**config.mk**
```make
export PLATFORM = sky130hd
export DESIGN_NAME = psram_powerup_timer
export DESIGN_NICKNAME = d
export VERILOG_FILES = /design/src/verilog/psram_powerup_timer.sv
export SDC_FILE = /design/constraint.sdc
export NUM_CORES = 1
export LEC_CHECK = 0
export BUFFER_PORTS_ARGS = -buffer_cell sky130_fd_sc_hd__buf_2
export CORE_MARGIN = 8
export CORE_UTILIZATION = 50
export DETAILED_ROUTE_END_ITERATION = 7
export PLACE_DENSITY_LB_ADDON = 0.05
export SKIP_LAST_GASP = 1
export SLEW_MARGIN = 0
export SYNTH_ARGS = -nofsm -noshare
export SYNTH_HDL_FRONTEND = slang
export SYNTH_SLANG_ARGS = --single-unit
```
**constraint.sdc**
```tcl
create_clock -name clk -period 1.9 [get_ports clk]
set_input_delay 0.285 -clock clk [delete_from_list [all_inputs] [get_ports clk]]
set_output_delay 0.285 -clock clk [all_outputs]
set_load 0.005 [all_outputs]
```
**src/verilog/psram_powerup_timer.sv**
```systemverilog
// --------------------
// power-up timer
// counts out the device power-up delay, paused by init_hold
// --------------------
`timescale 1ns/100ps
`default_nettype none

module psram_powerup_timer (
  input  wire        clk,
  input  wire        rst_n,
  input  wire        init_hold,
  input  wire  [7:0] delay_units,  // delay in units of 256 cycles
  output logic       delay_done
);

  logic [15:0] count;
  logic        done_q;

  // match on the upper byte only, so one unit is 256 clocks
  logic hit;
  assign hit = (count[15:8] == delay_units);

  always_ff @(posedge clk or negedge rst_n) begin
    if (!rst_n) begin
      count  <= '0;
      done_q <= 1'b0;
    end else if (!done_q) begin
      if (hit) begin
        done_q <= 1'b1;           // sticky, counter freezes here
      end else if (!init_hold) begin
        count <= count + 16'd1;
      end
    end
  end

  assign delay_done = done_q;

endmodule

`default_nettype wire

```
== Yosys cells after proc, flatten, opt, wreduce, memory -nomap -nowiden ==
Index checks and enable logic that the tools add are counted.
W data, S select, Z words.

* Register bits: 17
* Bits in latches: 0
* Bits in writable memories: 0
* Memory bits (read-only): 0
* Input bits: 11
* Output and inout port bits: 1
* Word-level logic and storage cells: 10
* Memories kept: 0

* $add $sub $neg: 1
* $mul: 0
* Divide/modulo/power cells: 0
* Magnitude comparators: 0
* Equal/unequal tests: 1
* Shift-type cells: 0
* Multiplexer cells: 2
* Bitwise operators: 3
* Reductions and logical operators: 1

{| class="wikitable"
|+ Operator list
! cell !! number
|-
| $add A16 B1 Y16 const B || 1
|-
| $eq A8 B8 Y1 || 1
|-
| $not A1 Y1 || 3
|-
| $reduce_and A3 Y1 || 1
|-
| $mux W1 || 2
|}

== Depth between registers and ports, before layout ==
* Word-level depth: 3
* Mapped depth: 6
* Mapped depth without buffers: 5

== Worst setup path after synthesis ==
OpenSTA, ideal clock, no wires.

* Path type: register -> register
* Start: register count[12]
* End: register count[1]
* Library setup time: 128 ps
* Arrival: 1330 ps
* Data required time: 1772 ps
* Path slack: 443 ps
* Cell stages (with the launch flop): 5
* Buffers on the path: 0
* Period minus slack after synthesis: 1457 ps
* Cell sequence: dfrtp_1 > xnor2_1 > nand4_2 > o21ai_1 > mux2_1

* Longest elaborated chain between the ends: 3

{| class="wikitable"
|+ Ends and longest elaborated chain
! what !! line !! source
|-
| start, declared || 16 || <nowiki>logic [15:0] count;</nowiki>
|-
| start signal, assigned || 31 || <nowiki>count <= count + 16'd1;</nowiki>
|-
| $eq A8 B8 Y1 || 21 || <nowiki>assign hit = (count[15:8] == delay_units);</nowiki>
|-
| $not A1 Y1 (no source line) || -- ||
|-
| $reduce_and A3 Y1 (no source line) || -- ||
|}

Every way passes these cells.
A chain may end at the register's enable or synchronous reset.

== Worst setup path in the final report ==
* Start: register count[12]
* End: register count[6]

The elaborated chain is that of the path after synthesis.

==> flow_summary.toml <==
[place]
io_buffers = 11
dpl.hpwl_um = 1250
post_dp_cell_area_mm2 = 0.00104
gp_congestion = 0.710

[drt]
drt_wl_total_um = 1710
drt_pre_antenna_iters = 4
vias = 593
drc = 0
vias_per_cell = 5.03
wire_per_inst_um = 14.5
drt-initial-drc-count = 8
ant_nets = 0

[critical_path]
r2r-start = "count[12]"
r2r_cells = 5
critPathLaunch = "count[12]"
cp.arrival_ps = 1830
timing.rr.end = "count[6]"
critPathLaunchType = "flop"
worstPathMaxFanout = 14
crit_type = "flop to flop"
cp-end-kind = "flop"
cp-endpoint = "count[6]"
cp_data_required_time_ps = 2070
worst-r2r-setup-slack_ps = 240

[synthesis]
synthTopCellsByArea = "dfrtp_1 44%, xor2_1 13%, xnor2_1 8.2%"
synth_area_um2 = 963
synth_top_area_share_pct = 44.2
seq_area_frac_synth_pct = 44.2
synthDistinctLibCells = 20
syn_area_per_cell_um2 = 12.7
postSynthCellCount = 76
ys_seq_elements = 17
yosys.area.top_type = "dfrtp_1"
yosysWarnings = 0
synth_fp_nets = 88

[cells_and_area]
antenna_cells = 0
nets = 104
stdcell_area_mm2 = 0.00108
drive_gt1_share_pct = 37.4
syn_to_final_growth_pct = 11.8
multi_input_area_um2 = 523
fillers = 189
regArea_um2 = 425

[timing]
finalSetupTns_ps = 0
hold_violations = 0
fin_crit_ps = 1660
rsz0062_at_grt = "no"
fmax_mhz = 601
fin_skew_ps = 2.47
tightest_slew_ps = 461
post-route-period-util_pct = 87.5
max_slew_margin_pct = 69.2
setup_viol = 0
drv_slew = 0

[outcome]
status = "finished clean"

[clock_network]
clk_path_buf_depth = 2
root_buffer = "clkbuf_4"
cts_made_buffers = 3
cts_sinks = 17
cts_resized = 0
cts_max_level = 1
post-cts-setup-buffer-count = 0
cts_hold_buf = 1
clk_pin_slew_ps = 100
clk_latency_ps = 280
cts_tree = "done"

[floorplanning]
rows = 16
start_util_pct = 51.2
die_area_mm2 = 0.00359
die_h_um = 59.9
core-area_mm2 = 0.00188
io_pins = 12
die_w_um = 59.9

[grt]
grt_pass1_vias = 683
gr-usage-met3_pct = 2.80
grt_pass1_wl_um = 3060
antenna_found_initial = 0
grt_max_degree = 18
grt_busiest_layer = "met2"
grt-ovfl-total = 0
grtUsageMet1_pct = 13.5
gr-usage-met2_pct = 18.9
grt_use_total_pct = 11.2

[power_and_ir_drop]
power-per-cell-area_mw_per_mm2 = 849
leakagePower_nw = 0.492
vdd_drop_max_mv = 0.422

[job]
maxCapViolCount = 0

[hold_path]
hold_class = "input port to asynchronous set/reset pin"
## stage by stage
step / cells / setup slack, ps / utilization, % / total power, mW / hold WS (ps)
finish: 118 / 237 / 57.2 / 0.914 / 469
detailed placement: 113 / 231 / 55.3 / 0.734 / 231
global route: 118 / 115 / 57.2 / 0.973 / 485
floorplan: 76 / 443 / - / 0.672 / -10.6
global placement: 113 / 280 / 55.3 / 0.731 / 233
CTS: 118 / 215 / 57.2 / 0.928 / 459
## flip-flops by register name, summed over array words and instances (netlist names)
register,count
delay_done,1
count,16
## placed cells by master (no fill, tap or decap), types with 3 or more instances in the layout
cell,synthesis,layout
nor2_1,4,4
xnor2_1,9,9
nand2_1,4,4
dfrtp_1,17,17
nor4b_2,4,4
nor3_2,6,6
xor2_1,14,14
clkbuf_4,0,3
nand4_2,4,4
buf_2,0,11
## power breakdown
part | internal, mW | switching (mW) | total (mW) | leakage, nW
logic | 0.0952 | 0.0983 | 0.193 | 0.253
clock network | 0.0814 | 0.109 | 0.190 | 0.0150
registers | 0.436 | 0.0946 | 0.531 | 0.225
total | 0.613 | 0.302 | 0.914 | 0.492
## worst max-delay path: stages (launching register included)
cell     delay [ps]
dfrtp_1         450
xnor2_1         230
nand4_2         170
nor2_4          420
nor4b_2         110
xor2_1          160
## worst min path at each step
stage	startpoint	end	slack, ps	depth (start not counted)
after floorplan	rst_n	count[0]	-10	0
after global placement	rst_n	count[1]	230	1
after detailed placement	rst_n	count[2]	230	1
after CTS	rst_n	count[1]	460	2
after global routing	init_hold	count[0]	480	4
final	rst_n	count[15]	470	2
## metal layers
metal | vias to the layer above | share of wire, %
met5 | - | 0
met4 | 0 | 0.82
met3 | 2 | 3.1
met2 | 9 | 49
met1 | 286 | 47
li1 | 296 | -
## layout make-up
type	instances	area share, %
multi-input cells	57	48.5
flip-flops and latches	17	39.5
repair buffers	12	6.04
well taps	27	3.14
clock buffers	4	2.44
inverters	1	0.348
## synthesized netlist by cell type (all sizes together)
master,instances
xnor2,9
nand2,4
nand3,1
ha,1
nor3,6
buf,1
nor2,6
inv,1
or2,1
o21ai,1
nor3b,2
xor2,14
nand4,7
mux2,1
nor4b,4
dfrtp,17
## cell families (layout without fill, tap and decap cells)
| kind of cell | count (synthesis) | after routing | share of synthesized area, % |
|---|---|---|---|
| buffers and inverters | 2 | 17 | 1.56 |
| adders and majority gates | 1 | 1 | 1.30 |
| DFF | 17 | 17 | 44.2 |
| xor gates and xnor gates | 23 | 23 | 20.9 |
| AOI/OAI and AO/OA | 1 | 1 | 0.519 |
| muxes | 1 | 1 | 1.17 |
| and+or+nand+nor | 31 | 31 | 30.4 |
Note: power is estimated with default switching activity, not from simulation.
