**src/verilog/psram_pkg.sv**
```systemverilog
// --------------------
// psram package
// opcodes, widths and transfer counts for the quad-SPI PSRAM controller
// --------------------
`default_nettype none

package psram_pkg;

  // widths fixed by the device
  typedef logic [23:0] psram_addr_t;   // byte address, 64 Mbit part
  typedef logic [15:0] psram_data_t;   // host word
  typedef logic [3:0]  psram_nibble_t; // one quad bus beat
  typedef logic [7:0]  psram_cmd_t;

  // serial mode commands, sent on sio[0] during power-up
  localparam psram_cmd_t CMD_RSTEN  = 8'h66;
  localparam psram_cmd_t CMD_RST    = 8'h99;
  localparam psram_cmd_t CMD_QPI    = 8'h35;  // enter quad mode

  // quad mode commands
  localparam psram_cmd_t CMD_QREAD  = 8'hEB;
  localparam psram_cmd_t CMD_QWRITE = 8'h38;

  // transfer shape, in clock cycles (one nibble per cycle)
  localparam int CMD_NIBBLES      = 2;
  localparam int ADDR_NIBBLES     = 6;
  localparam int READ_WAIT_CYCLES = 6;
  localparam int DATA_NIBBLES     = 4;
  localparam int CE_GUARD_CYCLES  = 2;  // ce_n high time before ready returns (tCPH)

  // chip enable low time of a whole transfer
  localparam int XFER_WRITE_CYCLES = CMD_NIBBLES + ADDR_NIBBLES + DATA_NIBBLES;
  localparam int XFER_READ_CYCLES  = CMD_NIBBLES + ADDR_NIBBLES + READ_WAIT_CYCLES
                                     + DATA_NIBBLES;

  // power-up sequence
  typedef enum logic [2:0] {
    ST_DELAY,   // waiting for the power-up delay
    ST_RSTEN,
    ST_RST,
    ST_QPI,
    ST_DONE     // last command draining, then ready
  } init_state_t;

endpackage

`default_nettype wire

```
**src/verilog/psram_spi_cmd.sv**
```systemverilog
// --------------------
// serial command sender
// shifts one opcode out on sio[0], MSB first, with its own chip enable
// --------------------
`timescale 1ns/100ps
`default_nettype none

module psram_spi_cmd (
  input  wire                    clk,
  input  wire                    rst_n,
  input  wire psram_pkg::psram_cmd_t cmd,
  input  wire                    cmd_strobe,
  output logic                   cmd_ready,
  output logic                   cmd_line,
  output logic                   cmd_ce_n
);

  import psram_pkg::*;

  psram_cmd_t shifter;
  logic       sending;
  logic [2:0] bit_cnt;

  always_ff @(posedge clk or negedge rst_n) begin
    if (!rst_n) begin
      sending <= 1'b0;
      bit_cnt <= '0;
    end else if (!sending) begin
      if (cmd_strobe) begin
        sending <= 1'b1;
        bit_cnt <= '0;
      end
    end else begin
      bit_cnt <= bit_cnt + 3'd1;
      if (bit_cnt == 3'd7) sending <= 1'b0;  // eighth bit done
    end
  end

  // opcode payload
  always_ff @(posedge clk) begin
    if (!sending && cmd_strobe) begin
      shifter <= cmd;
    end else if (sending) begin
      shifter <= shifter << 1;
    end
  end

  assign cmd_line  = shifter[7];
  assign cmd_ce_n  = ~sending;
  assign cmd_ready = cmd_ce_n;  // idle exactly when deselected

endmodule

`default_nettype wire

```
**config.mk**
```make
export PLATFORM = sky130hd
export DESIGN_NAME = psram_spi_cmd
export DESIGN_NICKNAME = d
export VERILOG_FILES = /design/src/verilog/psram_pkg.sv /design/src/verilog/psram_spi_cmd.sv
export SDC_FILE = /design/constraint.sdc
export NUM_CORES = 1
export LEC_CHECK = 0
export ABC_AREA = 1
export BUFFER_PORTS_ARGS = -buffer_cell sky130_fd_sc_hd__buf_2
export CAP_MARGIN = 30
export CORE_AREA = 2 2 39 41
export DETAILED_ROUTE_END_ITERATION = 10
export DIE_AREA = 0 0 41 43
export GPL_ROUTABILITY_DRIVEN = 1
export GPL_TIMING_DRIVEN = 0
export HOLD_SLACK_MARGIN = 0.06
export PLACE_DENSITY = 0.73
export SLEW_MARGIN = 0
export SYNTH_ARGS = -nofsm -noshare
export SYNTH_HDL_FRONTEND = slang
export SYNTH_SLANG_ARGS = --single-unit
```
**constraint.sdc**
```tcl
create_clock -name clk -period 1.9 [get_ports clk]
set_input_delay 0.38 -clock clk [delete_from_list [all_inputs] [get_ports clk]]
set_output_delay 0.38 -clock clk [all_outputs]
set_load 0.01 [all_outputs]
```
After elaboration in Yosys (flattened, before gate mapping)
Cells that the tools add are included.
{ "word_totals": {"reg_bits": 12, "latch_bits": 0, "mem_bits_rw": 0, "mem_bits_ro": 0, "in_bits": 11, "memories": 0} }
{ "classes": {"addsub": 1, "multipliers": 0, "div": 0, "order_cmp": 0, "n_eq_ne": 1, "shift": 0, "mux": 7, "bitwise_logic": 1, "reduce_logical": 4} }
{ "op_table": {"columns": ["operator", "n"], "rows": [
  ["8-bit 2-to-1 mux", 2],
  ["3-bit 2-to-1 mux", 2],
  ["2-bit nonzero test", 2],
  ["3-bit by 1-bit adder with 3-bit output (second input constant)", 1],
  ["3-bit == test (second input constant)", 1],
  ["1-bit 2-to-1 mux", 3],
  ["1-bit logical AND", 1],
  ["1-bit logical NOT", 1],
  ["1-bit inverter", 1]
]} }

Longest topological paths before layout
{ "depth": {"ltp_word": 3, "depth_mapped": 4} }

Worst setup path after synthesis
No wires, ideal clock.
{ "synth_timing": {"path_type": "in2reg", "startpoint": "input cmd_strobe", "endpoint": "register shifter[0] (enable)", "setup_ns": 0.278, "t_arrival_ns": 0.822, "path_slack_ns": 0.800, "path_stages": 3, "path_buffers": 1, "cell_sequence": "buf_6 nor2_1 inv_1"} }
{ "synth_via": {"elab_chain_cells": 2} }
{ "synth_lines": {"columns": ["item", "line_no", "rtl"], "rows": [
  ["start: declaration", "psram_spi_cmd.sv:12", "input wire cmd_strobe,"],
  ["1-bit logical AND", "psram_spi_cmd.sv:41", "if (!sending && cmd_strobe) begin"],
  ["2-bit nonzero test (no line)", null, null],
  ["end signal: assignment", "psram_spi_cmd.sv:42", "shifter <= cmd;"],
  ["end signal: assignment", "psram_spi_cmd.sv:44", "shifter <= shifter << 1;"],
  ["end: declaration", "psram_spi_cmd.sv:20", "psram_cmd_t shifter;"]
]} }
No other way between the ends.
A chain may end at the register's enable or synchronous reset.

Worst setup path in the final report
{ "layout_timing": {"startpoint": "register sending", "endpoint": "output cmd_ready"} }
{ "layout_via": {"elab_chain_cells": 1} }
{ "layout_lines": {"columns": ["item", "line_no", "rtl"], "rows": [
  ["start: declaration", "psram_spi_cmd.sv:21", "logic sending;"],
  ["start signal: assignment", "psram_spi_cmd.sv:26", "sending <= 1'b0;"],
  ["start signal: assignment", "psram_spi_cmd.sv:30", "sending <= 1'b1;"],
  ["start signal: assignment", "psram_spi_cmd.sv:35", "if (bit_cnt == 3'd7) sending <= 1'b0;"],
  ["1-bit inverter", "psram_spi_cmd.sv:49", "assign cmd_ce_n = ~sending;"],
  ["end: declaration", "psram_spi_cmd.sv:13", "output logic cmd_ready,"]
]} }
No other way between the ends.

==> metrics.md <==
| Metric | Value |
|---|---|
| Status | complete, no violations |
| Setup Viol. Count Final | 0 |
| Total wire length | 898 µm |
| Worst IR Drop VDD | 0.609 mV |
| Yosys warns | 0 |
| Worst hold path class | in -> reg |
| Detailed-route DRC error count | 0 |
| R2R setup slack | 0.75 ns |
| Highest clock rate | 0.658 GHz |
| Die area | 1760 µm² |
| Longest Clk Path Bufs | 2 |
| Flops & latches, synth | 12 |
| Placed cell area | 624 µm² |
| Design Area, Final | 661 µm² |
| Ant. Diodes | 0 |
| Nets | 85 |
| Hold buffer count at cts | 1 |
| Final GP Congestion | 0.694 |
| RSZ-0062 raised after global routing | no |
| Relative slew margins | 80.1% |
| All-Layer GR Usage | 12.6% |
| Synthesized cell area | 544 µm² |
| Worst Path Class, Setup | reg -> out |
| Final period utilization | 79.9% |
| Dpl hpwl | 660 µm |
| Placeable core area | 1380 µm² |
| Drt pass-1 iters | 1 |
| Synth top area cells | edfxtp_1 44%, dfrtp_1 18%, nand2_1 16% |
| Row count | 14 |
| Initial antenna violation count | 0 |
| Die W | 41 µm |
| CTS sink cnt | 12 |
| Worst-path clk slew | 0.08 ns |
| Most numerous cell in the Yosys netlist | nand2_1 |
| First-pass GRT wire length | 1.48 mm |
| TNS Setup | 0 ns |
| Number of global-route vias before repair | 385 |
| Synth top cells by count | 23 x nand2_1, 8 x edfxtp_1, 7 x nand3_1 |
| Syn Inst Count | 54 |
| Critical path data required time | 1.52 ns |
| H-tree levels | 1 |
| Setup WS post-layout | 0.381 ns |
| Clock Skews | 0.0102 ns |
| Setup Buffers After CTS | 0 |
| Sequential share of the synthesized area | 62.5% |
| Ys async rst share | 33.3% |
| Initial Utilization | 39.3% |
| P&R area growth vs syn | 21.4% |
| Total CTS buffers | 3 |
| Power per cell area | 1390 nW/µm² |
| Yosys top cell area share | 44.1% |
| Arrival @ worst endpoint | 1.14 ns |
| Netlist cell types | 12 |
| P_leak | 0.000348 µW |
| Filler cell count | 137 |
| Fin. max-slew vios | 0 |
| Ratio of cells with drive above 1 in the final layout | 26.8% |
| Drt via density | 4.61 |
| Largest fanout on the critical path | 11 |
| I/O pins | 14 |
| First-iteration detailed-routing DRC count | 0 |
| Actual slew at the worst max-slew pin | 0.298 ns |
| Largest net degree at the start of global routing | 12 |
| Post-synth EDFFs | 8 |
| Syn avg cell area | 10.1 µm² |
| Syn Nets | 67 |
| Via count | 401 |
| Max-cap violations | 0 |
| Critical Path Sink Type | output port |
| DP Worst Slack | 0.664 ns |
| Crit start category | flop |
| Grt total ovfl | 0 |
| CTS tree | done |
| Final ANT Viol Nets | 0 |
| IO Port Bufs | 12 |
| Root Driver | clkbuf_4 |
| Chip height | 43 µm |
| Fin crit period | 1.52 ns |
| Avg WL per Cell | 10.3 µm |
| Synth area leader | edfxtp_1 |
| Final hold violations | 0 |
| Post-cts resize count | 0 |
| Top_reg_cell synth | edfxtp_1 |
| Later-pin clock latency in the skew report | 0.27 ns |
-- power by group --
group / internal (µW) / switching [µW] / total, µW
Sequential: 431 / 48.7 / 479
Clock: 75.8 / 78.4 / 154
Combinational: 116 / 171 / 288
Total: 623 / 298 / 921
-- metal layers --
| metal | vias to the layer above | GRT usage, % | part of all wire [%] |
|---|---|---|---|
| li1 | 210 | - | - |
| met1 | 179 | 16.7 | 47 |
| met2 | 10 | 17.8 | 47 |
| met3 | 2 | 3.14 | 6.2 |
| met4 | 0 | 8.00 | 0.45 |
| met5 | - | 0 | 0 |
-- sequential cells by signal, indices dropped and copies added (netlist names) --
signal	flops
bit_cnt	3
shifter	8
sending	1
-- through the flow --
stage          std cells  total power (µW)  hold slack, ns  util, %
6_report              87               921           0.407     47.7
3_3_place_gp          82               760           0.188     45.1
4_1_cts               87               939           0.404     47.7
2_1_floorplan         54               685          0.0844        -
5_1_grt               87              1010           0.424     47.7
3_5_place_dp          82               779           0.189     45.1
-- critical path, cell delays in order, from the launching register on --
cell     delay, ns
dfrtp_1       0.43
inv_2         0.19
buf_4         0.14
buf_2         0.11
-- cells in the final DEF, fill, tap and decap left out, drive strengths merged --
cell | Yosys | layout
nand2 | 24 | 24
buf | 2 | 14
edfxtp | 8 | 8
nand3 | 7 | 7
dfrtp | 4 | 4
inv | 4 | 4
clkbuf | 0 | 3
nor2 | 2 | 2
ha | 2 | 2
o21ai | 1 | 1
clkinv | 0 | 1
dlygate4sd3 | 0 | 1
-- path summary, 6_finish.rpt --
| path | cells past startpoint | from | endpoint |
|---|---|---|---|
| max reg2reg | 2 | sending | shifter[7] |
| min | 3 | cmd[0] | shifter[0] |
| max | 3 | sending | cmd_ready |
| max in group asynchronous | 2 | rst_n | sending |
| min reg2reg | 2 | bit_cnt[1] | bit_cnt[1] |
| min in group asynchronous | 2 | rst_n | bit_cnt[0] |
-- layout make-up --
type / instances / area [µm²] / area share [%]
tap: 16 / 20.0 / 3.03
buffer: 2 / 18.8 / 2.84
sequential: 12 / 340 / 51.5
clock inverter: 1 / 3.75 / 0.568
multi-input combinational: 36 / 170 / 25.8
timing repair buffer: 13 / 70.1 / 10.6
clock buffer: 3 / 22.5 / 3.41
inverter: 4 / 15.0 / 2.27
-- logic make-up after synthesis --
kind of cell	after synthesis	synth area share [%]
buf+inv	6	6.21
compound gates	1	0.919
flops	12	62.5
fa+ha+maj	2	4.60
simple gates	33	25.7
No activity file was read; power rests on OpenSTA's default activity.
