`config.mk`:
```
export PLATFORM = sky130hd
export DESIGN_NAME = psram_qpi_engine
export DESIGN_NICKNAME = d
export VERILOG_FILES = /design/src/verilog/psram_pkg.sv /design/src/verilog/psram_qpi_engine.sv
export SDC_FILE = /design/constraint.sdc
export NUM_CORES = 1
export LEC_CHECK = 0
export BUFFER_PORTS_ARGS = -buffer_cell sky130_fd_sc_hd__buf_4
export CORE_MARGIN = 2
export CORE_UTILIZATION = 25
export DETAILED_ROUTE_END_ITERATION = 7
export PLACE_DENSITY = 0.54
export SYNTH_ARGS = -nofsm -noshare
export SYNTH_HDL_FRONTEND = slang
export SYNTH_SLANG_ARGS = --single-unit
```
`constraint.sdc`:
```
create_clock -name clk -period 4 [get_ports clk]
set_input_delay 0 -clock clk [delete_from_list [all_inputs] [get_ports clk]]
set_output_delay 0 -clock clk [all_outputs]
set_load 0.1 [all_outputs]
```
`src/verilog/psram_pkg.sv`:
```
// --------------------
// psram package
// opcodes, widths and transfer counts for the quad-SPI PSRAM controller
// --------------------
`default_nettype none

package psram_pkg;

  // widths fixed by the device
  typedef logic [23:0] psram_addr_t;   // byte address, 64 Mbit part
  typedef logic [15:0] psram_data_t;   // host word
  typedef logic [3:0]  psram_nibble_t; // one quad bus beat
  typedef logic [7:0]  psram_cmd_t;

  // serial mode commands, sent on sio[0] during power-up
  localparam psram_cmd_t CMD_RSTEN  = 8'h66;
  localparam psram_cmd_t CMD_RST    = 8'h99;
  localparam psram_cmd_t CMD_QPI    = 8'h35;  // enter quad mode

  // quad mode commands
  localparam psram_cmd_t CMD_QREAD  = 8'hEB;
  localparam psram_cmd_t CMD_QWRITE = 8'h38;

  // transfer shape, in clock cycles (one nibble per cycle)
  localparam int CMD_NIBBLES      = 2;
  localparam int ADDR_NIBBLES     = 6;
  localparam int READ_WAIT_CYCLES = 6;
  localparam int DATA_NIBBLES     = 4;
  localparam int CE_GUARD_CYCLES  = 2;  // ce_n high time before ready returns (tCPH)

  // chip enable low time of a whole transfer
  localparam int XFER_WRITE_CYCLES = CMD_NIBBLES + ADDR_NIBBLES + DATA_NIBBLES;
  localparam int XFER_READ_CYCLES  = CMD_NIBBLES + ADDR_NIBBLES + READ_WAIT_CYCLES
                                     + DATA_NIBBLES;

  // power-up sequence
  typedef enum logic [2:0] {
    ST_DELAY,   // waiting for the power-up delay
    ST_RSTEN,
    ST_RST,
    ST_QPI,
    ST_DONE     // last command draining, then ready
  } init_state_t;

endpackage

`default_nettype wire

```
`src/verilog/psram_qpi_engine.sv`:
```
// --------------------
// quad transfer engine
// one 16-bit read or write per strobe, with bus direction and ce_n guard
// --------------------
`timescale 1ns/100ps
`default_nettype none

module psram_qpi_engine (
  input  wire                        clk,
  input  wire                        rst_n,
  input  wire                        enable,
  input  wire                        read_strobe,
  input  wire                        write_strobe,
  input  wire psram_pkg::psram_addr_t  addr,
  input  wire psram_pkg::psram_data_t  data_in,
  output psram_pkg::psram_data_t     data_out,
  output logic                       engine_ready,
  input  wire psram_pkg::psram_nibble_t sio_in,
  output psram_pkg::psram_nibble_t   sio_out,
  output logic                       sio_oe,
  output logic                       qpi_ce_n
);

  import psram_pkg::*;

  logic       busy;
  logic       reading;
  logic [4:0] phase;  // cycles since the transfer started
  // opcode, address and write data, MSB first
  logic [$bits(psram_cmd_t)+$bits(psram_addr_t)+$bits(psram_data_t)-1:0] tx_shift;

  logic accept;
  assign accept = enable && !busy && (read_strobe || write_strobe);

  // phase landmarks for the current direction
  logic [4:0] xfer_end;
  logic [4:0] guard_end;

  assign xfer_end  = reading ? 5'(XFER_READ_CYCLES) : 5'(XFER_WRITE_CYCLES);
  assign guard_end = xfer_end + 5'(CE_GUARD_CYCLES);

  // control
  always_ff @(posedge clk or negedge rst_n) begin
    if (!rst_n) begin
      busy     <= 1'b0;
      reading  <= 1'b0;
      phase    <= '0;
      qpi_ce_n <= 1'b1;
      sio_oe   <= 1'b0;
    end else if (!busy) begin
      if (accept) begin
        busy    <= 1'b1;
        reading <= read_strobe;  // read wins over write
        phase   <= '0;
      end
    end else begin
      phase <= phase + 5'd1;
      if (phase == 5'd0) begin
        qpi_ce_n <= 1'b0;
        sio_oe   <= 1'b1;
      end
      // turn the bus around once the address is out
      if (reading && phase == 5'(CMD_NIBBLES + ADDR_NIBBLES)) sio_oe <= 1'b0;
      if (phase == xfer_end) begin
        qpi_ce_n <= 1'b1;
        sio_oe   <= 1'b0;
      end
      if (phase == guard_end) busy <= 1'b0;  // tCPH met
    end
  end

  // a read turns the bus around before the tail of the shifter goes out
  always_ff @(posedge clk) begin
    if (accept) begin
      tx_shift <= {(read_strobe ? CMD_QREAD : CMD_QWRITE), addr, data_in};
    end else if (busy) begin
      sio_out  <= tx_shift[$bits(tx_shift)-1 -: 4];
      tx_shift <= tx_shift << 4;
    end
  end

  // read data, one nibble per cycle once the wait cycles are over
  always_ff @(posedge clk) begin
    if (busy && reading && phase > 5'(CMD_NIBBLES + ADDR_NIBBLES + READ_WAIT_CYCLES)
        && phase <= xfer_end) begin
      data_out <= {data_out[11:0], sio_in};
    end
  end

  assign engine_ready = ~busy;

endmodule

`default_nettype wire

```
# Yosys cells after proc, flatten, opt, wreduce, memory -nomap -nowiden
# Cells that the tools add are included.
[op_classes]
addsub = 2
muxes = 14
reduce_logical = 16
n_eq_ne = 3
bitwise = 2
magnitude_cmp = 2
[op_table]
columns = ["operator", "n"]
rows = [
  ["2-to-1 mux 48 bit", 2],
  ["2-to-1 mux 5 bit", 3],
  ["equality test 5 bit", 2],
  ["2-to-1 mux 1 bit", 8],
  ["2-to-1 mux 8 bit", 1],
  ["AND reduction 2 bit", 4],
  ["logical AND 1 bit", 6],
  ["adder 5 x 1 -> 5 bit, second input constant", 1],
  ["adder 5 x 2 -> 5 bit, second input constant", 1],
  ["equality test 5 x 4 -> 1 bit, second input constant", 1],
  ["greater-than comparator 5 x 4 -> 1 bit, second input constant", 1],
  ["<= comparator 5 bit", 1],
  ["zero test 5 bit", 1],
  ["nonzero test 2 bit", 2],
  ["nonzero test 3 bit", 1],
  ["NOT 1 bit", 2],
  ["zero test 1 bit", 1],
  ["logical OR 1 bit", 1],
]
[totals]
ff_bits = 77
word_cells = 47
in_bits = 49
output_inout_bits = 23

# Logic depth before layout (Yosys ltp)
# Gate-level depths: netlist of run 1.
[depth]
ltp_word = 5
mapped_depth = 6
depth_no_buf = 6

# Worst setup path after synthesis of run 1
# Ideal clock, no wire load.
[synth_path]
path_kind = "register -> register"
start = "register reading"
end = "register data_out[0] (enable)"
required_ns = 3.570
arrival_ns = 2.735
synth_period_minus_slack_ns = 3.165
path_slack_ns = 0.835
setup_ns = 0.430
path_stages_with_launch = 7
cell_sequence = "dfrtp_1 -> inv_1 -> ha_1 -> nand2_1 -> nor3_2 -> a21oi_1 -> nor4_1"
[synth_between]
elab_chain_len = 3
elab_cells_between_ends = 5
[synth_rtl]
columns = ["element", "line", "rtl"]
rows = [
  ["start, declared", "psram_qpi_engine.sv:27", "logic reading;"],
  ["start signal, assigned", "psram_qpi_engine.sv:53", "reading <= read_strobe;"],
  ["2-to-1 mux 5 bit / logical AND 1 bit (equally long branches)", "psram_qpi_engine.sv:39, psram_qpi_engine.sv:84", ""],
  ["<= comparator 5 bit / logical AND 1 bit (equally long branches)", "psram_qpi_engine.sv:85, psram_qpi_engine.sv:84", ""],
  ["logical AND 1 bit (*)", "psram_qpi_engine.sv:85", "&& phase <= xfer_end) begin"],
  ["end signal, assigned", "psram_qpi_engine.sv:86", "data_out <= {data_out[11:0], sio_in};"],
  ["end, declared", "psram_qpi_engine.sv:16", "output psram_pkg::psram_data_t data_out,"],
]
# Mark *: on every way between the ends. The rest lies on a longest branch, timed or not.
# A chain may end at the register's enable or synchronous reset.

# Final worst setup path of run 1
[layout_path]
start = "register busy"
end = "register tx_shift[6] (enable)"
[layout_between]
elab_chain_len = 4
[layout_rtl]
columns = ["element", "line", "rtl"]
rows = [
  ["start, declared", "psram_qpi_engine.sv:26", "logic busy;"],
  ["start signal, assigned", "psram_qpi_engine.sv:45", "busy <= 1'b0;"],
  ["start signal, assigned", "psram_qpi_engine.sv:52", "busy <= 1'b1;"],
  ["start signal, assigned", "psram_qpi_engine.sv:68", "if (phase == guard_end) busy <= 1'b0;"],
  ["zero test 1 bit", "n/a", ""],
  ["logical AND 1 bit (2 in series)", "psram_qpi_engine.sv:33", "assign accept = enable && !busy && (read_strobe || write_strobe);"],
  ["nonzero test 2 bit (no source line) (*)", "n/a", ""],
  ["end signal, assigned", "psram_qpi_engine.sv:75", "tx_shift <= {(read_strobe ? CMD_QREAD : CMD_QWRITE), addr, data_in};"],
  ["end signal, assigned", "psram_qpi_engine.sv:78", "tx_shift <= tx_shift << 4;"],
  ["end, declared", "psram_qpi_engine.sv:30", "logic [$bits(psram_cmd_t)+$bits(psram_addr_t)+$bits(psram_data_t)-1:0] tx_shift;"],
]
# Marks and branches as above.

==> results.py, run 1 <==
metrics = {
    "status": {
        "status": "completed",
    },
    "synth": {
        "synthXorXnorAreaFrac_pct": 0.279,
        "synth_seq_cells": 77,
        "synth_edf_count": 68,
        "syn_nets": 315,
        "synth_compound_area_share_pct": 3.71,
        "synth-simple-area-share_pct": 18.3,
        "async_flop_share_pct": 11.7,
        "muxShareOfSynthArea_pct": 0,
        "netlist_area_um2": 3140,
        "synthAdderAreaFrac_pct": 2.79,
        "synth_top_cell_by_area": "edfxtp_1",
        "syn-instance-count": 259,
        "yosysSeqAreaShare_pct": 72.2,
        "netlist-cell-type-count": 28,
        "synth_area_per_cell_um2": 12.1,
        "synth_top_family_by_area": "simple AND/OR/NAND/NOR gates",
        "synth_area_leaders": "edfxtp_1, nand2_1, dfrtp_1",
        "synth_top_area_share_pct": 65.0,
        "yosys_most_used_dff": "edfxtp_1",
        "yosys_warnings": 0,
    },
    "sta": {
        "rsz0062_at_grt": "false",
        "period_share_pct": 56.9,
        "relSlewSlack_pct": 31.0,
        "period_minus_slack_ns": 2.28,
        "holdWs_ns": 0.0151,
        "worstMarginPinSlew_ns": 1.03,
        "fmax_ghz": 0.439,
        "fin_worst_skew_ns": 0.00816,
        "final-hold-violation-count": 0,
        "slew_viol_final": 0,
        "setup_viol": 0,
        "setup_tns_ns": 0,
    },
    "clock_tree": {
        "cts_setup_buffers": 0,
        "clock-sinks": 77,
        "root_buffer": "clkbuf_16",
        "cts_buffer_depth": 2,
        "h-tree-depth": 3,
        "cts.clk_slew.worst_paths_ns": 0.06,
        "cts_tree": "yes",
        "clk_latency_ns": 0.33,
        "cts_resized": 0,
        "cts_buffers": 9,
    },
    "layout": {
        "layout_commonest_cell": "nand2_1",
        "final_layout_size_suffix_gt1_share_pct": 24.1,
        "areaGrowthSynthToFinish_pct": 45.4,
        "final_cell_mix": "nand2_1, buf_4, edfxtp_1",
        "final_cell_area_um2": 4570,
        "nets": 432,
        "antenna_cells": 0,
    },
    "global_route": {
        "grt.busiest_layer": "met2",
        "grtUsageTotal_pct": 10.2,
        "grt_pass1_vias": 2175,
        "antenna_found_initial": 0,
        "grt_pass1_wl_mm": 10.4,
        "use_met2_pct": 16.0,
        "grt_max_degree": 50,
        "gr-total-overflow": 0,
        "use_met3_pct": 3.35,
        "met1_usage_pct": 13.0,
    },
    "critical_path": {
        "cp-end-kind": "flop",
        "startpoint": "busy$_DFF_PN0_",
        "crit_type": "reg -> reg",
        "worstPathMaxFanout": 49,
        "reg2reg_from": "busy$_DFF_PN0_",
        "cp-start-kind": "flop",
        "cp.required_ns": 3.95,
        "arrival_ns": 2.22,
    },
    "routing": {
        "wirelength_mm": 6.51,
        "ant_nets": 0,
        "drc": 0,
        "vias": 2260,
        "viasPerCell": 4.12,
        "drt_iter0_drc": 167,
        "wire_per_inst_um": 11.9,
        "first_pass_iters": 4,
    },
    "placed_design": {
        "gp_congestion": 0.790,
        "post-dp-hpwl_mm": 4.06,
        "portBuffers": 71,
        "placed_area_um2": 3850,
    },
    "die": {
        "initial_utilization_pct": 25.8,
        "chipWidth_um": 116,
        "core_um2": 12200,
        "io_pins": 72,
        "rows": 40,
        "dieArea_um2": 13500,
        "die_height_um": 116,
    },
    "min_path": {
        "hold_class": "in -> reg",
        "hold_start": "read_strobe",
    },
    "flow_run": {
        "cap_violations": 0,
    },
    "pwr": {
        "p_per_area_nw_per_um2": 696,
        "ir_drop_uv": 200,
        "leakagePower_uw": 0.00204,
    },
}
==> worst paths after layout <==
check	end	slack, ns	depth (start not counted)
worst max-delay path	tx_shift[6]$_DFFE_PP_	1.72	3
worst min-delay path	tx_shift[44]$_DFFE_PP_	0.02	2
worst max register to register	tx_shift[6]$_DFFE_PP_	1.72	3
worst min register to register	sio_out[1]$_DFFE_PP_	0.42	0
max in group asynchronous	qpi_ce_n$_DFFE_PN1P_	3.75	2
min in group asynchronous	phase[2]$_DFFE_PN0P_	0.03	2
==> sequential cells by signal (all words and copies together) (netlist names) <==
register	cells
phase	5
data_out	16
busy	1
qpi_ce_n	1
sio_out	4
tx_shift	48
reading	1
sio_oe	1
==> cell usage after synthesis (2+ instances only) <==
cell type,count
nand2_1,115
nor2_1,4
buf_4,3
buf_2,7
dfrtp_1,8
and2_1,6
nand2b_1,3
a21o_1,5
and3_1,2
inv_1,6
ha_1,7
o21ai_0,6
nor4_1,2
nand3_1,2
nand4_1,2
a21oi_1,2
edfxtp_1,68
==> logic make-up after synthesis <==
kind of cell	after synthesis
AOI/OAI and AO/OA	18
adders and majority gates	7
buffers and inverters	17
DFF	77
and+or+nand+nor	139
xor gates and xnor gates	1
==> where the power goes <==
part	switching [µW]	internal [µW]
clock network	313	421
registers	129	1250
logic	763	308
total	1200	1970
==> critical path, stage by stage (launching register included) <==
cell	delay, ns
dfrtp_1	0.65
inv_1	0.23
and2_1	0.23
inv_2	0.74
==> layer usage <==
metal	vias to the layer above	share of wire (%)
met4	0	1.4
met1	1062	45
met3	10	5.9
met2	74	47
met5	-	0
li1	1114	-
==> cell type report <==
type,instances,area [µm²]
fillers,1179,7600
multi-input cells,165,805
flip-flops and latches,77,2270
well taps,168,210
repair buffers,117,991
inverters,6,22.5
clock buffers,11,233
clock inverters,5,36.3
==> per-stage QoR <==
step	utilization, %	setup slack [ns]	total power, µW	std cells
final	37.5	1.72	3180	549
after global routing	37.5	1.51	3350	549
after CTS	37.5	1.69	3210	549
after detailed placement	31.6	1.70	2430	488
after global placement	31.6	1.81	2390	488
after floorplan	-	0.835	2180	259
==> what timing repair did <==
item                                   4_1_cts  5_1_grt
setup endpoints to repair                    0        0
endpoints found under the hold margin       53        0
hold buffers                                45        0
No activity file was read; power rests on OpenSTA's default activity.
==> inputs of run 2 (changes only) <==
--- a/config.mk
+++ b/config.mk
@@ -5,11 +5,12 @@
 export SDC_FILE = /design/constraint.sdc
 export NUM_CORES = 1
 export LEC_CHECK = 0
+export ABC_AREA = 1
 export BUFFER_PORTS_ARGS = -buffer_cell sky130_fd_sc_hd__buf_4
 export CORE_MARGIN = 2
 export CORE_UTILIZATION = 25
 export DETAILED_ROUTE_END_ITERATION = 7
-export PLACE_DENSITY = 0.54
+export PLACE_DENSITY = 0.56
 export SYNTH_ARGS = -nofsm -noshare
 export SYNTH_HDL_FRONTEND = slang
 export SYNTH_SLANG_ARGS = --single-unit
==> constraint.sdc (replaced) <==
create_clock -name clk -period 1.85 [get_ports clk]
set_input_delay 0 -clock clk [delete_from_list [all_inputs] [get_ports clk]]
set_output_delay 0 -clock clk [all_outputs]
set_load 0.1 [all_outputs]
==> run 2 against run 1 <==
- area after synthesis grew 1.9%
- power grew 140%
- combinational power grew 150%
- critical path depth grew 4
- first-iteration DRC count shrank 17%
- setup slack lost 1.6 ns
- sequential power grew 130%
- largest power group unchanged
- highest routed layer unchanged
==> results.py, run 2 <==
metrics = {
    "synth": {
        "async_flop_share_pct": 11.7,
        "synth_seq_cells": 77,
        "synth_edf_count": 68,
        "netlist-cell-type-count": 22,
        "yosys_most_used_dff": "edfxtp_1",
        "yosysMostFrequentCell": "nand2_1",
        "synth_top_cell_by_area": "edfxtp_1",
        "ys_top_cells_by_count": "nand2_1, edfxtp_1, inv_1",
        "netlist_area_um2": 3200,
        "syn-instance-count": 285,
        "syn_nets": 341,
        "synth_top_area_share_pct": 63.8,
        "synth_area_per_cell_um2": 11.2,
        "synth_area_leaders": "edfxtp_1, nand2_1, dfrtp_1",
        "yosys_warnings": 0,
        "yosysSeqAreaShare_pct": 70.9,
    },
    "placed_design": {
        "gp_congestion": 0.732,
        "portBuffers": 71,
        "post-place-ws_ns": 0.0661,
        "post-dp-hpwl_mm": 4.43,
        "placed_cells": 525,
    },
    "global_route": {
        "grt_pass1_wl_mm": 10.8,
        "antenna_found_initial": 0,
        "grt_pass1_vias": 2302,
        "gr-total-overflow": 0,
        "grtUsageTotal_pct": 10.5,
        "grt_max_degree": 27,
    },
    "layout": {
        "nets": 467,
        "final_cell_mix": "nand2_1, buf_4, edfxtp_1",
        "regMostFlops": "tx_shift",
        "largest_reg_flops": 48,
        "final_layout_size_suffix_gt1_share_pct": 25.0,
        "areaGrowthSynthToFinish_pct": 49.1,
        "layout_commonest_cell": "nand2_1",
        "antenna_cells": 0,
        "largestRegisters": "tx_shift (48), data_out (16), phase (5)",
        "finalNonFillerCells": 588,
    },
    "sta": {
        "fin_worst_skew_ns": 0.00590,
        "slew_viol_final": 0,
        "relSlewSlack_pct": 77.1,
        "rsz0062_at_grt": "false",
        "setup_viol": 0,
        "period_share_pct": 94.3,
        "final-hold-violation-count": 0,
        "period_minus_slack_ns": 1.74,
        "worstMarginPinSlew_ns": 0.343,
        "fmax_ghz": 0.573,
        "setup_tns_ns": 0,
        "fin_ws_ns": 0.106,
    },
    "clock_tree": {
        "cts_tree": "yes",
        "clock-sinks": 77,
        "cts.clk_slew.worst_paths_ns": 0.06,
        "cts_buffers": 9,
        "cts_resized": 0,
        "clk_latency_ns": 0.34,
        "root_buffer": "clkbuf_16",
        "h-tree-depth": 3,
        "cts_buffer_depth": 2,
    },
    "pwr": {
        "leakagePower_uw": 0.00216,
        "ir_drop_uv": 574,
        "p_per_area_nw_per_um2": 1590,
    },
    "critical_path": {
        "cp-start-kind": "flop",
        "arrival_ns": 1.80,
        "cp-end-kind": "flop",
        "crit_slowest_cell": "dfrtp_1",
        "worstPathMaxFanout": 16,
        "crit_buf_inv": 3,
        "worstReg2RegEnd": "data_out[15]$_DFFE_PP_",
        "path_cells": "inv_1, ha_1, nand2_1, inv_1, nand4_1, a21oi_4, buf_12",
        "slowest_delay_ns": 0.40,
        "crit_family": "flip-flops",
        "reg2reg_from": "reading$_DFFE_PN0P_",
        "reg2regPathDepth": 7,
        "reg2reg_slack_ns": 0.11,
        "cp.required_ns": 1.90,
        "crit_top_cell": "inv_1",
        "crit_type": "reg -> reg",
    },
    "routing": {
        "wire_per_inst_um": 11.5,
        "vias": 2380,
        "drt_iter0_drc": 138,
        "drc": 0,
        "viasPerCell": 4.05,
        "wirelength_mm": 6.75,
        "first_pass_iters": 4,
        "ant_nets": 0,
    },
    "die": {
        "core_um2": 12600,
        "initial_utilization_pct": 25.5,
        "io_pins": 72,
        "chipWidth_um": 117,
        "rows": 41,
        "dieArea_um2": 13700,
        "die_height_um": 117,
    },
    "status": {
        "status": "completed",
    },
    "flow_run": {
        "cap_violations": 0,
    },
    "min_path": {
        "hold_class": "in -> async",
    },
}
-- run 2: cell count changes after synthesis, sizes merged, moves of 2 or more --
cell	before	now
a21o	5	0
nand2b	3	0
nor4	2	0
and3	2	0
nand2	115	138
or2	0	2
and2	6	0
nand4	2	4
inv	6	19
nand3	2	5
nor2	4	12
-- run 2: what timing repair did --
item	in CTS	in global routing
buffers inserted	0	2
hold endpoints to repair	53	0
setup endpoints to repair	0	16
hold buffers	45	0
-- run 2: how the worst max path moves through the flow --
stage / slack [ns] / depth (start not counted) / endpoint / startpoint
floorplan: 0.07 / 5 / tx_shift[0]$_SDFFCE_PN0P_ / busy$_DFF_PN0_
detailed placement: 0.07 / 7 / data_out[6]$_DFFE_PP_ / reading$_DFFE_PN0P_
global route: 0.007 / 7 / data_out[7]$_DFFE_PP_ / reading$_DFFE_PN0P_
CTS: 0.05 / 7 / data_out[15]$_DFFE_PP_ / reading$_DFFE_PN0P_
finish: 0.11 / 7 / data_out[15]$_DFFE_PP_ / reading$_DFFE_PN0P_
global placement: 0.1 / 7 / data_out[14]$_DFFE_PP_ / reading$_DFFE_PN0P_
-- run 2: cell type report --
type                            instances  area, µm²
Timing Repair Buffer                  126       1110
Clock buffer                            9        225
Multi-Input combinational cell        178        798
Sequential cell                        77       2270
Tap cell                              172        215
Inverter                               19       73.8
Clock inverter                          7       82.6
Fill cell                            1237       7800
-- run 2: report_power, final --
part           switching, µW  internal, µW  leakage (µW)  total (µW)
sequential               262          2900      0.000803        3170
clock                    745          1060      0.000145        1810
combinational           1800           824       0.00121        2630
-- run 2: through the flow --
stage                     hold slack (ns)  utilization [%]  power (µW)  instance area (µm²)
after floorplan                    -0.296                -        5070                 3220
final                              0.0168             38.0        7600                 4770
after CTS                          0.0194             37.8        7680                 4760
after global placement             -0.167             31.8        5680                 4000
after detailed placement           -0.165             31.8        5760                 4000
after global routing               0.0222             38.0        8070                 4770
-- run 2: cell families after synthesis --
logic type,after synthesis,share of synthesized area [%]
XOR/XNOR,1,0.274
AND/OR/NAND/NOR,161,20.0
flip-flops,77,70.9
AO/OA/AOI/OAI,9,1.41
adder cells (fa/ha/maj),7,2.74
buffers and inverters,30,4.69
-- run 2: per-layer routing --
metal / up-vias / GRT usage, % / part of all wire, %
met5: - / 0 / 0
li1: 1181 / - / -
met3: 12 / 3.91 / 7.6
met1: 1091 / 13.4 / 44
met2: 96 / 16.1 / 47
met4: 0 / 4.47 / 1.9
